`config.mk`:
```
export PLATFORM = sky130hd
export DESIGN_NAME = vbuf_lane_pack
export DESIGN_NICKNAME = d
export VERILOG_FILES = /design/src/vbuf_geom_pkg.sv /design/src/vbuf_fmt_pkg.sv /design/src/vbuf_lane_pack.sv
export SDC_FILE = /design/constraint.sdc
export NUM_CORES = 1
export LEC_CHECK = 0
export BUFFER_PORTS_ARGS = -buffer_cell sky130_fd_sc_hd__buf_2
export CORE_AREA = 2 2 116 118
export DETAILED_ROUTE_END_ITERATION = 10
export DIE_AREA = 0 0 118 120
export SETUP_SLACK_MARGIN = 0.4
export SYNTH_ARGS = -nofsm -noshare
export SYNTH_HDL_FRONTEND = slang
export SYNTH_SLANG_ARGS = --single-unit
```
`constraint.sdc`:
```
create_clock -name clk -period 3.5 [get_ports clk]
set_clock_uncertainty 0.15 [all_clocks]
set_input_delay 0.525 -clock clk [delete_from_list [all_inputs] [get_ports clk]]
set_output_delay 0.525 -clock clk [all_outputs]
set_load 0.02 [all_outputs]
```
`src/vbuf_geom_pkg.sv`:
```
// Vector store buffer geometry
// Lane count, RAM sizing and the vector types for addresses, words and counts

package vbuf_geom_pkg;

  //////////////////////////////////////////////////////////////////////
  // Lane and register geometry
  //////////////////////////////////////////////////////////////////////

  localparam int unsigned LANE_NUM   = 4;   // Vector lanes feeding the buffer
  localparam int unsigned LANE_IDX_W = 2;   // log2(LANE_NUM)
  localparam int unsigned VLENB      = 64;  // Vector register length in bytes

  //////////////////////////////////////////////////////////////////////
  // Storage sizing
  //////////////////////////////////////////////////////////////////////

  // LMUL 8 gives 512 bytes, i.e. 128 bytes or 32 words per lane
  localparam int unsigned BUFF_DEPTH = 32;
  localparam int unsigned WADDR_W    = 5;   // log2(BUFF_DEPTH)

  // Up to 512 elements at SEW 8 and LMUL 8
  localparam int unsigned CNT_W      = 10;

  //////////////////////////////////////////////////////////////////////
  // Vector types
  //////////////////////////////////////////////////////////////////////

  typedef logic [31:0]      addr_t;  // Byte address
  typedef logic [31:0]      word_t;  // RAM and bus word
  typedef logic [CNT_W-1:0] cnt_t;   // Element or beat count
  typedef logic [3:0]       be_t;    // Byte enables of one word

endpackage

```
`src/vbuf_fmt_pkg.sv`:
```
// Vector store buffer element format
// SEW encoding, lane element type and per-SEW size tables

package vbuf_fmt_pkg;

  // Element width, encoded as log2 of the element byte size
  typedef enum logic [1:0] {
    SEW8  = 2'd0,
    SEW16 = 2'd1,
    SEW32 = 2'd2
  } sew_e;

  // Lane element, only the low SEW bits are meaningful
  typedef logic [31:0] elem_t;

  //////////////////////////////////////////////////////////////////////
  // Element-size tables, indexed by sew_e
  //////////////////////////////////////////////////////////////////////

  // Byte mask of one element at byte offset 0
  localparam vbuf_geom_pkg::be_t ELEM_MASK [3] = '{4'b0001, 4'b0011, 4'b1111};

  // log2 of the elements held in one 32-bit word
  localparam logic [1:0] WORD_SHIFT [3] = '{2'd2, 2'd1, 2'd0};

  // Element size in bytes, the unit-stride address step
  localparam logic [2:0] ELEM_BYTES [3] = '{3'd1, 3'd2, 3'd4};

endpackage

```
`src/vbuf_lane_pack.sv`:
```
// Write side of the store buffer
// Counts write beats and packs narrow lane elements into the lane RAM words

`timescale 1ns/100ps

module vbuf_lane_pack (
  input  logic                                     clk,
  input  logic                                     rstn,
  input  logic                                     cfg_update_i,
  input  logic                                     wen_i,
  input  vbuf_fmt_pkg::sew_e                       sew_i,
  input  vbuf_geom_pkg::cnt_t                      elem_cnt_i,
  input  vbuf_fmt_pkg::elem_t                      lane_data_i [vbuf_geom_pkg::LANE_NUM],
  output vbuf_geom_pkg::be_t                       ram_we_o    [vbuf_geom_pkg::LANE_NUM],
  output logic [vbuf_geom_pkg::WADDR_W-1:0]        ram_waddr_o,
  output vbuf_geom_pkg::word_t                     ram_wdata_o [vbuf_geom_pkg::LANE_NUM],
  output logic                                     write_done_o,
  output logic                                     not_empty_o
);

  vbuf_geom_pkg::cnt_t wr_beat;       // Beats taken so far
  vbuf_geom_pkg::cnt_t beat_total;    // Beats in the whole transfer
  vbuf_geom_pkg::cnt_t wr_word;       // Word index of the current beat
  logic                wr_take;
  logic [3:0]          wr_slot_full;  // Byte offset before wrap
  vbuf_geom_pkg::be_t  wr_be;

  assign beat_total = elem_cnt_i >> vbuf_geom_pkg::LANE_IDX_W;  // One element per lane per beat
  assign wr_take    = wen_i && !write_done_o;                   // Late strobes are dropped

  //////////////////////////////////////////////////////////////////////
  // Beat counter and status
  //////////////////////////////////////////////////////////////////////

  always_ff @(posedge clk) begin
    if (!rstn || cfg_update_i) begin
      wr_beat      <= '0;
      write_done_o <= 1'b0;
      not_empty_o  <= 1'b0;
    end else if (wr_take) begin
      wr_beat     <= wr_beat + 1'b1;
      not_empty_o <= 1'b1;
      if (wr_beat == beat_total - 1'b1)
        write_done_o <= 1'b1;  // Last beat of the transfer
    end
  end

  //////////////////////////////////////////////////////////////////////
  // Word address and byte enable rotation
  //////////////////////////////////////////////////////////////////////

  // 4, 2 or 1 beats share a word depending on SEW
  assign wr_word      = wr_beat >> vbuf_fmt_pkg::WORD_SHIFT[sew_i];
  assign ram_waddr_o  = wr_word[vbuf_geom_pkg::WADDR_W-1:0];
  assign wr_slot_full = {2'b00, wr_beat[1:0]} << sew_i;
  assign wr_be        = vbuf_fmt_pkg::ELEM_MASK[sew_i] << wr_slot_full[1:0];

  // Narrow data goes to every slot, the enables pick the live one
  always_comb begin
    for (int l = 0; l < vbuf_geom_pkg::LANE_NUM; l++) begin
      ram_we_o[l] = wr_take ? wr_be : '0;
      case (sew_i)
        vbuf_fmt_pkg::SEW8:  ram_wdata_o[l] = {4{lane_data_i[l][7:0]}};
        vbuf_fmt_pkg::SEW16: ram_wdata_o[l] = {2{lane_data_i[l][15:0]}};
        default:             ram_wdata_o[l] = lane_data_i[l];
      endcase
    end
  end

endmodule

```
==> reports/results.tsv, run 1 <==
stage	metric	value	unit
floorplanning	Std-Cell Rows	42	
timing	Tightest Pin Transition	0.528	ns
yosys	Syn Inst Count	353	
global_route	initial antenna violation count	2	
timing	Slew Limit Headroom	0.648	
critical_path	Crit Path Class	flop to output pin	
floorplanning	core area	0.0130	mm2
yosys	Yosys top cell area share	0.136	
yosys	Synth area leader	mux2_2	
cts	total CTS buffers	3	
pwr	Power Dens Cells	247	mW/mm2
global_route	aggregate global-route resource usage	0.160	
critical_path	Startpoint Class	flop	
global_route	global route total overflow	0	
floorplanning	io pins	295	
yosys	register area share after synthesis	0.0904	
yosys	syn_area_per_cell	7.53	um2
global_route	pin count of the biggest net entering global routing	39	
critical_path	critical path endpoint category	output pin	
cts	Max Buffers Root-to-Sink	2	
pwr	clock share of power	0.208	
layout	commonest non-fill, non-tap cell in the layout	buf_2	
critical_path	Max FO, Critical Path	10	
timing	final worst path period share	0.805	
cts	cts repair resizes	0	
cts	Clk Latency, worst-skew pair	0.24	ns
cts	CTS tree	yes	
floorplanning	Die Span Y	120	um
yosys	Synth cell types	42	
route	drt wl/cell	16.3	um
cts	clk root buf	clkbuf_16	
yosys	Synth area leaders	mux2_2 (14%), buf_4 (12%), a22o_1 (11%)	
route	DR vias	3526	
layout	FILL cells	1445	
pwr	sequential power share	0.141	
run_status	outcome	complete, no violations	
route	First DRT Iteration DRCs	234	
cts	Post-CTS Setup Inserts	0	
layout	most frequent cells in the layout	buf_2 (292), nand2_1 (74), a22oi_1 (32), mux2_2 (32), a22o_1 (32)	
critical_path	crit path DAT	2.14	ns
pwr	Net Sw Power	0.458	mW
layout	ANT cells	0	
global_route	vias in the first global route	3050	
placed_design	hpwl dp	10300	um
global_route	global-route wire length before repair	18000	um
cts	cts hold-fix bufs	0	
layout	Multi-input gate area	0.00193	mm2
route	via/cell ratio	4.65	
placed_design	gpl congestion	0.836	
pwr	internal power	0.539	mW
route	Residual DRC	0	
cts	clock sink total	12	
floorplanning	initial cell density of the core	0.205	
timing	Final Setup Violations	0	
pwr	Leakage	2.22	nW
timing	Hold Vio Cnt, Final	0	
layout	share of layout cells above drive strength 1	0.593	
yosys	Netlist Area Pre-Place	0.00266	mm2
critical_path	CP required	2.82	ns
flow_run	max cap viols	0	
floorplanning	full die area	0.0142	mm2
placed_design	Port Buf Inserts	292	
floorplanning	die width	118	um
timing	min Tclk post-route	2.82	ns
timing	fmax	355	MHz
route	DR pass1 iterations	5	
layout	Area growth syn-to-layout	51.5	%
layout	final core utilization	0.310	
timing	Final Max Tran Viols	0	
pwr	Logic pwr share	0.651	
worst_hold_path	Hold WC Path Type	flop to flop	
route	ANT nets after route	0	
yosys	synthesis warning total	0	
pwr	Sw Share	0.460	
yosys	Syn Nets	503	
route	routed wire length	12400	um
cts	maximum level of the CTS H-tree	1	
yosys	synthesis-stage register bit count	12	
timing	RSZ-0062 raised after global routing	no	
cts	clock-pin slew on the worst setup and hold paths	0.04	ns
layout	Final nets	735	
timing	Setup TNS	0	ns
pwr	worst vdd ir	0.215	mV
layout	Reg area	240	um2
power groups by stage:
stage | clock network (mW) | registers (mW) | logic [mW]
detailed placement | 0 | 0.143 | 0.650
global route | 0.220 | 0.141 | 0.692
global placement | 0 | 0.143 | 0.650
floorplan | 0 | 0.142 | 0.409
CTS | 0.212 | 0.141 | 0.653
finish | 0.207 | 0.141 | 0.649
synth_stat cells, drive strengths merged:
| cell | n |
|---|---|
| a2111oi | 1 |
| nand4 | 3 |
| or3 | 1 |
| nand2 | 74 |
| a22oi | 32 |
| nand2b | 7 |
| nand3 | 3 |
| xor2 | 8 |
| a22o | 32 |
| nor4 | 1 |
| a211oi | 2 |
| ha | 6 |
| or4 | 2 |
| mux2 | 32 |
| o22ai | 1 |
| inv | 9 |
| buf | 62 |
| a2111o | 1 |
| a21oi | 7 |
| nor3 | 2 |
| o31ai | 2 |
| nor3b | 2 |
| clkbuf | 11 |
| dfxtp | 12 |
| nor2 | 14 |
| and4 | 1 |
| mux4 | 5 |
| a41o | 1 |
| a311o | 2 |
| o211a | 1 |
| o21ai | 3 |
| nor2b | 1 |
| xnor2 | 9 |
| and4b | 2 |
| mux2i | 1 |
metrics by stage:
step | hold WS, ns | total power, mW | worst slack [ns] | area (um2) | instances
3_3_place_gp | 0.302 | 0.793 | 0.691 | 3950 | 756
4_1_cts | 0.331 | 1.01 | 0.649 | 4030 | 759
3_5_place_dp | 0.319 | 0.793 | 0.699 | 3950 | 756
6_report | 0.318 | 0.997 | 0.683 | 4030 | 759
2_1_floorplan | 0.336 | 0.551 | 0.795 | 2660 | 353
5_1_grt | 0.354 | 1.05 | 0.516 | 4030 | 759
state kept, by name (all words and copies together) (netlist names):
| signal | cells |
|---|---|
| not_empty_o | 1 |
| wr_beat | 10 |
| write_done_o | 1 |
cell families after synthesis:
family	Yosys count	share of synthesized area
adder cells (fa/ha/maj)	6	0.0282
multiplexers	38	0.184
buffers and inverters	82	0.189
AO/OA/AOI/OAI	85	0.258
AND/OR/NAND/NOR	113	0.194
flip-flops	12	0.0904
XOR/XNOR	17	0.0560
metal layers:
metal | track usage | routed length, um | up-vias | part of all wire
met3 | 0.0238 | 779 | 21 | 0.063
met2 | 0.269 | 6020 | 179 | 0.49
met1 | 0.213 | 5270 | 1631 | 0.43
met5 | 0 | 10 | - | 0.00081
li1 | - | - | 1693 | -
met4 | 0.0467 | 312 | 2 | 0.025
cell type report:
class,instances,share of cell area
Multi-Input combinational cell,259,0.478
Timing Repair Buffer,300,0.381
Sequential cell,12,0.0596
Tap cell,176,0.0547
Clock buffer,3,0.0186
Inverter,9,0.00839
worst max-delay path, stage by stage, from the launching register on:
cell	delay (ns)
dfxtp_1	0.50
nor3b_1	0.41
nor2_1	0.10
a2111o_1	0.39
a21oi_1	0.26
buf_2	0.23
final timing paths:
path / from / end / slack, ns / depth (start not counted)
max: wr_beat[0] / ram_we_o[3] / 0.68 / 5
min: not_empty_o / not_empty_o / 0.32 / 2
max reg2reg: wr_beat[3] / wr_beat[9] / 1.76 / 4
min reg2reg: not_empty_o / not_empty_o / 0.32 / 2
Note: power is estimated with default switching activity, not from simulation.
==> inputs of run 2 (changes only) <==
==> constraint.sdc (replaced) <==
create_clock -name clk -period 2.58 [get_ports clk]
set_clock_uncertainty 0.15 [all_clocks]
set_input_delay 0.387 -clock clk [delete_from_list [all_inputs] [get_ports clk]]
set_output_delay 0.387 -clock clk [all_outputs]
set_load 0.02 [all_outputs]
==> run 2 against run 1 <==
- power is 57% higher
- sequential cell count stayed put
- non-clock buffer count is 24 higher
- cell area is 18% higher
- utilization is 5.5 points higher
- largest cell class is now buffers
- largest power group unchanged
==> reports/results.tsv, run 2 (synthesis gave the netlist of run 1 again) <==
stage	metric	value	unit
run_status	outcome	complete, no violations	
cts	CTS tree	yes	
cts	Max Buffers Root-to-Sink	2	
layout	FILL cells	1424	
timing	Hold Vio Cnt, Final	0	
timing	Final Max Tran Viols	0	
route	DR vias	3661	
layout	Multi-input gate area	0.00206	mm2
placed_design	Port Buf Inserts	292	
placed_design	placed cells	762	
route	First DRT Iteration DRCs	226	
global_route	global route total overflow	0	
cts	Clk Latency, worst-skew pair	0.24	ns
route	drt wl/cell	17.4	um
timing	Slew Limit Headroom	0.772	
global_route	global-route wire length before repair	19900	um
route	Residual DRC	0	
floorplanning	core area	0.0130	mm2
placed_design	gpl congestion	0.847	
timing	RSZ-0062 raised after global routing	yes	
route	routed wire length	13700	um
critical_path	critical path endpoint category	output pin	
global_route	pin count of the biggest net entering global routing	30	
global_route	aggregate global-route resource usage	0.178	
critical_path	Crit Path Class	input port to output pin	
cts	clock-pin slew on the worst setup and hold paths	0.04	ns
route	via/cell ratio	4.65	
floorplanning	die width	118	um
pwr	Leakage	2.50	nW
critical_path	Max FO, Critical Path	9	
timing	Tightest Pin Transition	0.340	ns
layout	commonest non-fill, non-tap cell in the layout	buf_2	
timing	fmax	457	MHz
timing	min Tclk post-route	2.19	ns
floorplanning	full die area	0.0142	mm2
layout	number of flip-flops in the largest register	10	
timing	Final Setup Violations	0	
timing	final worst path period share	0.848	
layout	Area growth syn-to-layout	78.3	%
route	ANT nets after route	0	
cts	maximum level of the CTS H-tree	1	
layout	share of layout cells above drive strength 1	0.638	
flow_run	max cap viols	0	
layout	most frequent cells in the layout	buf_2 (255), nand2_1 (72), a22o_1 (32)	
layout	largest register by flop count	wr_beat	
layout	Final nets	759	
critical_path	crit path DAT	1.65	ns
critical_path	Startpoint Class	input port	
pwr	Power Dens Cells	330	mW/mm2
timing	Setup TNS	0	ns
global_route	vias in the first global route	3363	
cts	clock sink total	12	
layout	Reg area	241	um2
floorplanning	io pins	295	
floorplanning	Die Span Y	120	um
pwr	Power, Total	1.57	mW
pwr	worst vdd ir	0.245	mV
floorplanning	initial cell density of the core	0.205	
layout	registers with the most flip-flops	wr_beat (10), not_empty_o (1), write_done_o (1)	
layout	post-route insts no fill	788	
route	DR pass1 iterations	4	
floorplanning	Std-Cell Rows	42	
placed_design	hpwl dp	10700	um
cts	clk root buf	clkbuf_16	
cts	total CTS buffers	3	
critical_path	CP required	2.04	ns
global_route	initial antenna violation count	7	
worst_hold_path	Hold WC Path Type	flop to flop	
run 2: final cells by class:
class                      instances  area share
sequential                        12      0.0509
multi-input combinational        259       0.434
timing repair buffer             324       0.439
inverter                           9     0.00871
tap                              176      0.0465
clock buffer                       4      0.0187
antenna                            4     0.00211
run 2: repair_timing:
item,CTS,global route
gates cloned,4,0
gates resized for setup,72,36
setup endpoints to repair,93,40
buffers inserted,12,2
pin swaps,5,8
hold buffers,0,0
run 2: stage by stage:
stage	utilization	hold WS (ns)	instance area (um2)	setup WS (ns)
3_3_place_gp	0.312	0.305	4060	0.213
4_1_cts	0.356	0.324	4620	0.354
6_report	0.365	0.320	4740	0.392
3_5_place_dp	0.312	0.311	4060	0.194
2_1_floorplan	-	0.336	2720	0.406
5_1_grt	0.365	0.361	4730	0.339
run 2: per-layer routing:
| layer | vias to the layer above | global-route usage | part of all wire |
|---|---|---|---|
| li1 | 1751 | - | - |
| met1 | 1712 | 0.218 | 0.40 |
| met2 | 174 | 0.297 | 0.49 |
| met3 | 20 | 0.0675 | 0.099 |
| met4 | 4 | 0.0407 | 0.014 |
| met5 | - | 0 | 0.0022 |
run 2: worst paths after layout:
path	start	to	slack, ns	depth (start not counted)
max reg2reg	wr_beat[3]	wr_beat[9]	0.86	4
max	sew_i[1]	ram_we_o[15]	0.39	6
min	not_empty_o	not_empty_o	0.32	2
min reg2reg	not_empty_o	not_empty_o	0.32	2
run 2: worst max-delay path, cell delays in order:
cell      delay, ns
buf_6          0.10
buf_4          0.17
ha_4           0.17
a2111o_1       0.44
a21oi_4        0.22
buf_6          0.15
run 2: report_power, final:
part	switching [mW]	internal (mW)	total, mW
combinational	0.588	0.469	1.06
clock	0.0855	0.234	0.320
sequential	0.00173	0.188	0.190
==> inputs of run 3 (changes only) <==
--- a/config.mk
+++ b/config.mk
@@ -6,9 +6,9 @@
 export NUM_CORES = 1
 export LEC_CHECK = 0
 export BUFFER_PORTS_ARGS = -buffer_cell sky130_fd_sc_hd__buf_2
-export CORE_AREA = 2 2 116 118
+export CORE_AREA = 2 2 114 116
 export DETAILED_ROUTE_END_ITERATION = 10
-export DIE_AREA = 0 0 118 120
+export DIE_AREA = 0 0 116 118
 export SETUP_SLACK_MARGIN = 0.4
 export SYNTH_ARGS = -nofsm -noshare
 export SYNTH_HDL_FRONTEND = slang
==> constraint.sdc (replaced) <==
create_clock -name clk -period 2.04 [get_ports clk]
set_clock_uncertainty 0.15 [all_clocks]
set_input_delay 0.306 -clock clk [delete_from_list [all_inputs] [get_ports clk]]
set_output_delay 0.306 -clock clk [all_outputs]
set_load 0.02 [all_outputs]
==> run 3 against run 2 <==
- worst setup slack worse by 0.37 ns
- non-clock buffer count is 38 higher
- clock power is 25% higher
- via count is 8.5% higher
- combinational power is 84% higher
- register-to-register slack worse by 0.54 ns
- global-route usage is 0.40 points higher
- sequential share of layout area is 1.3 points lower
- critical path type is now flop to output pin
- largest power group unchanged
==> reports/results.tsv, run 3 (synthesis gave the netlist of run 1 again) <==
stage	metric	value	unit
floorplanning	full die area	0.0137	mm2
pwr	worst vdd ir	0.359	mV
placed_design	gpl congestion	0.854	
route	DR vias	3973	
route	First DRT Iteration DRCs	155	
route	drt wl/cell	18.1	um
placed_design	Port Buf Inserts	292	
timing	final worst path period share	0.987	
layout	commonest non-fill, non-tap cell in the layout	buf_2	
cts	total CTS buffers	3	
global_route	global route total overflow	0	
cts	clock-pin slew on the worst setup and hold paths	0.05	ns
pwr	Leakage	3.32	nW
layout	ANT cells	0	
timing	Final Max Tran Viols	0	
timing	Tightest Pin Transition	0.340	ns
run_status	outcome	complete, no violations	
route	ANT nets after route	0	
layout	cell area after layout	0.00664	mm2
timing	fmax	497	MHz
layout	share of layout cells above drive strength 1	0.811	
worst_hold_path	Worst Min Path Start	not_empty_o	
timing	Final Setup Violations	0	
layout	Reg area	255	um2
route	DR pass1 iterations	4	
timing	Hold Vio Cnt, Final	0	
cts	cts hold-fix bufs	0	
global_route	global-route wire length before repair	20000	um
flow_run	max cap viols	0	
floorplanning	initial cell density of the core	0.214	
global_route	vias in the first global route	3730	
pwr	clock share of power	0.155	
route	Residual DRC	0	
critical_path	Crit Path Class	flop to output pin	
layout	Area growth syn-to-layout	150	%
critical_path	Max FO, Critical Path	4	
pwr	Sw Share	0.406	
cts	maximum level of the CTS H-tree	1	
layout	Final nets	797	
cts	CTS tree	yes	
global_route	initial antenna violation count	0	
placed_design	hpwl dp	10100	um
worst_hold_path	Hold WC Path Type	flop to flop	
timing	Slew Limit Headroom	0.771	
critical_path	CP required	1.58	ns
timing	RSZ-0062 raised after global routing	yes	
floorplanning	Std-Cell Rows	41	
pwr	sequential power share	0.092	
cts	clk root buf	clkbuf_16	
layout	Multi-input gate area	0.00276	mm2
layout	number of flip-flops in the largest register	10	
floorplanning	core area	0.0124	mm2
worst_hold_path	hold path depth	2	
placed_design	placed cell area	0.00496	mm2
critical_path	Startpoint Class	flop	
pwr	Power, Total	2.58	mW
global_route	aggregate global-route resource usage	0.182	
critical_path	crit path DAT	1.56	ns
pwr	internal power	1.53	mW
critical_path	CP Launch Point	wr_beat[0]	
critical_path	worst r2r path cells	5	
pwr	Power Dens Cells	389	mW/mm2
layout	largest register by flop count	wr_beat	
critical_path	reg2reg start	wr_beat[0]	
pwr	Logic pwr share	0.753	
route	routed wire length	14800	um
floorplanning	Die Span Y	118	um
route	via/cell ratio	4.86	
cts	Max Buffers Root-to-Sink	2	
floorplanning	die width	116	um
critical_path	critical path endpoint category	output pin	
layout	FILL cells	1069	
timing	min Tclk post-route	2.01	ns
cts	clock sink total	12	
pwr	Net Sw Power	1.05	mW
floorplanning	io pins	295	
cts	Clk Latency, worst-skew pair	0.24	ns
layout	most frequent cells in the layout	buf_2 (173), buf_6 (126), nand2_4 (64)	
global_route	pin count of the biggest net entering global routing	31	
layout	registers with the most flip-flops	wr_beat (10), not_empty_o (1), write_done_o (1)	
run 3: worst max-delay path, cell delays in order (launching register included):
cell,delay [ns]
dfxtp_2,0.34
nor3b_4,0.24
nor2_2,0.06
a2111o_1,0.33
a21oi_4,0.18
buf_4,0.17
run 3: stage by stage:
step | setup TNS [ns] | utilization | instances | worst slack (ns) | hold slack (ns)
finish | 0 | 0.535 | 818 | 0.0266 | 0.331
global route | -0.181 | 0.535 | 818 | -0.0308 | 0.380
CTS | 0 | 0.481 | 805 | 0.0255 | 0.332
detailed placement | -4.63 | 0.399 | 778 | -0.100 | 0.312
global placement | -3.25 | 0.399 | 778 | -0.0820 | 0.319
floorplan | 0 | - | 353 | 0.0576 | 0.336
run 3: power by group through the flow:
stage | Sequential [mW] | Clock, mW | Combinational, mW
2_1_floorplan | 0.244 | 0 | 0.935
3_3_place_gp | 0.243 | 0 | 1.39
3_5_place_dp | 0.243 | 0 | 1.40
4_1_cts | 0.239 | 0.403 | 1.70
5_1_grt | 0.237 | 0.418 | 2.03
6_report | 0.237 | 0.400 | 1.95
run 3: layer usage:
| metal | GRT usage | share of wire | vias to the layer above |
|---|---|---|---|
| met5 | 0 | 0 | - |
| met4 | 0.0409 | 0.025 | 0 |
| met3 | 0.0201 | 0.061 | 24 |
| met2 | 0.332 | 0.54 | 182 |
| met1 | 0.228 | 0.38 | 1947 |
| li1 | - | - | 1820 |
run 3: worst paths after layout:
path                            slack, ns      endpoint
worst max-delay path                 0.03   ram_we_o[3]
worst min-delay path                 0.33   not_empty_o
worst max register to register       0.32  write_done_o
worst min register to register       0.33   not_empty_o
run 3: what timing repair did:
action / 4_1_cts / 5_1_grt
resized for setup: 163 / 157
pin swaps: 18 / 17
cloned: 9 / 2
endpoints found under the setup margin: 119 / 119
buffers inserted: 14 / 11
run 3: layout make-up:
class | instances | area share
Multi-Input combinational cell | 259 | 0.416
Clock buffer | 4 | 0.0134
Tap cell | 172 | 0.0324
Timing Repair Buffer | 362 | 0.490
Sequential cell | 12 | 0.0384
Inverter | 9 | 0.00942
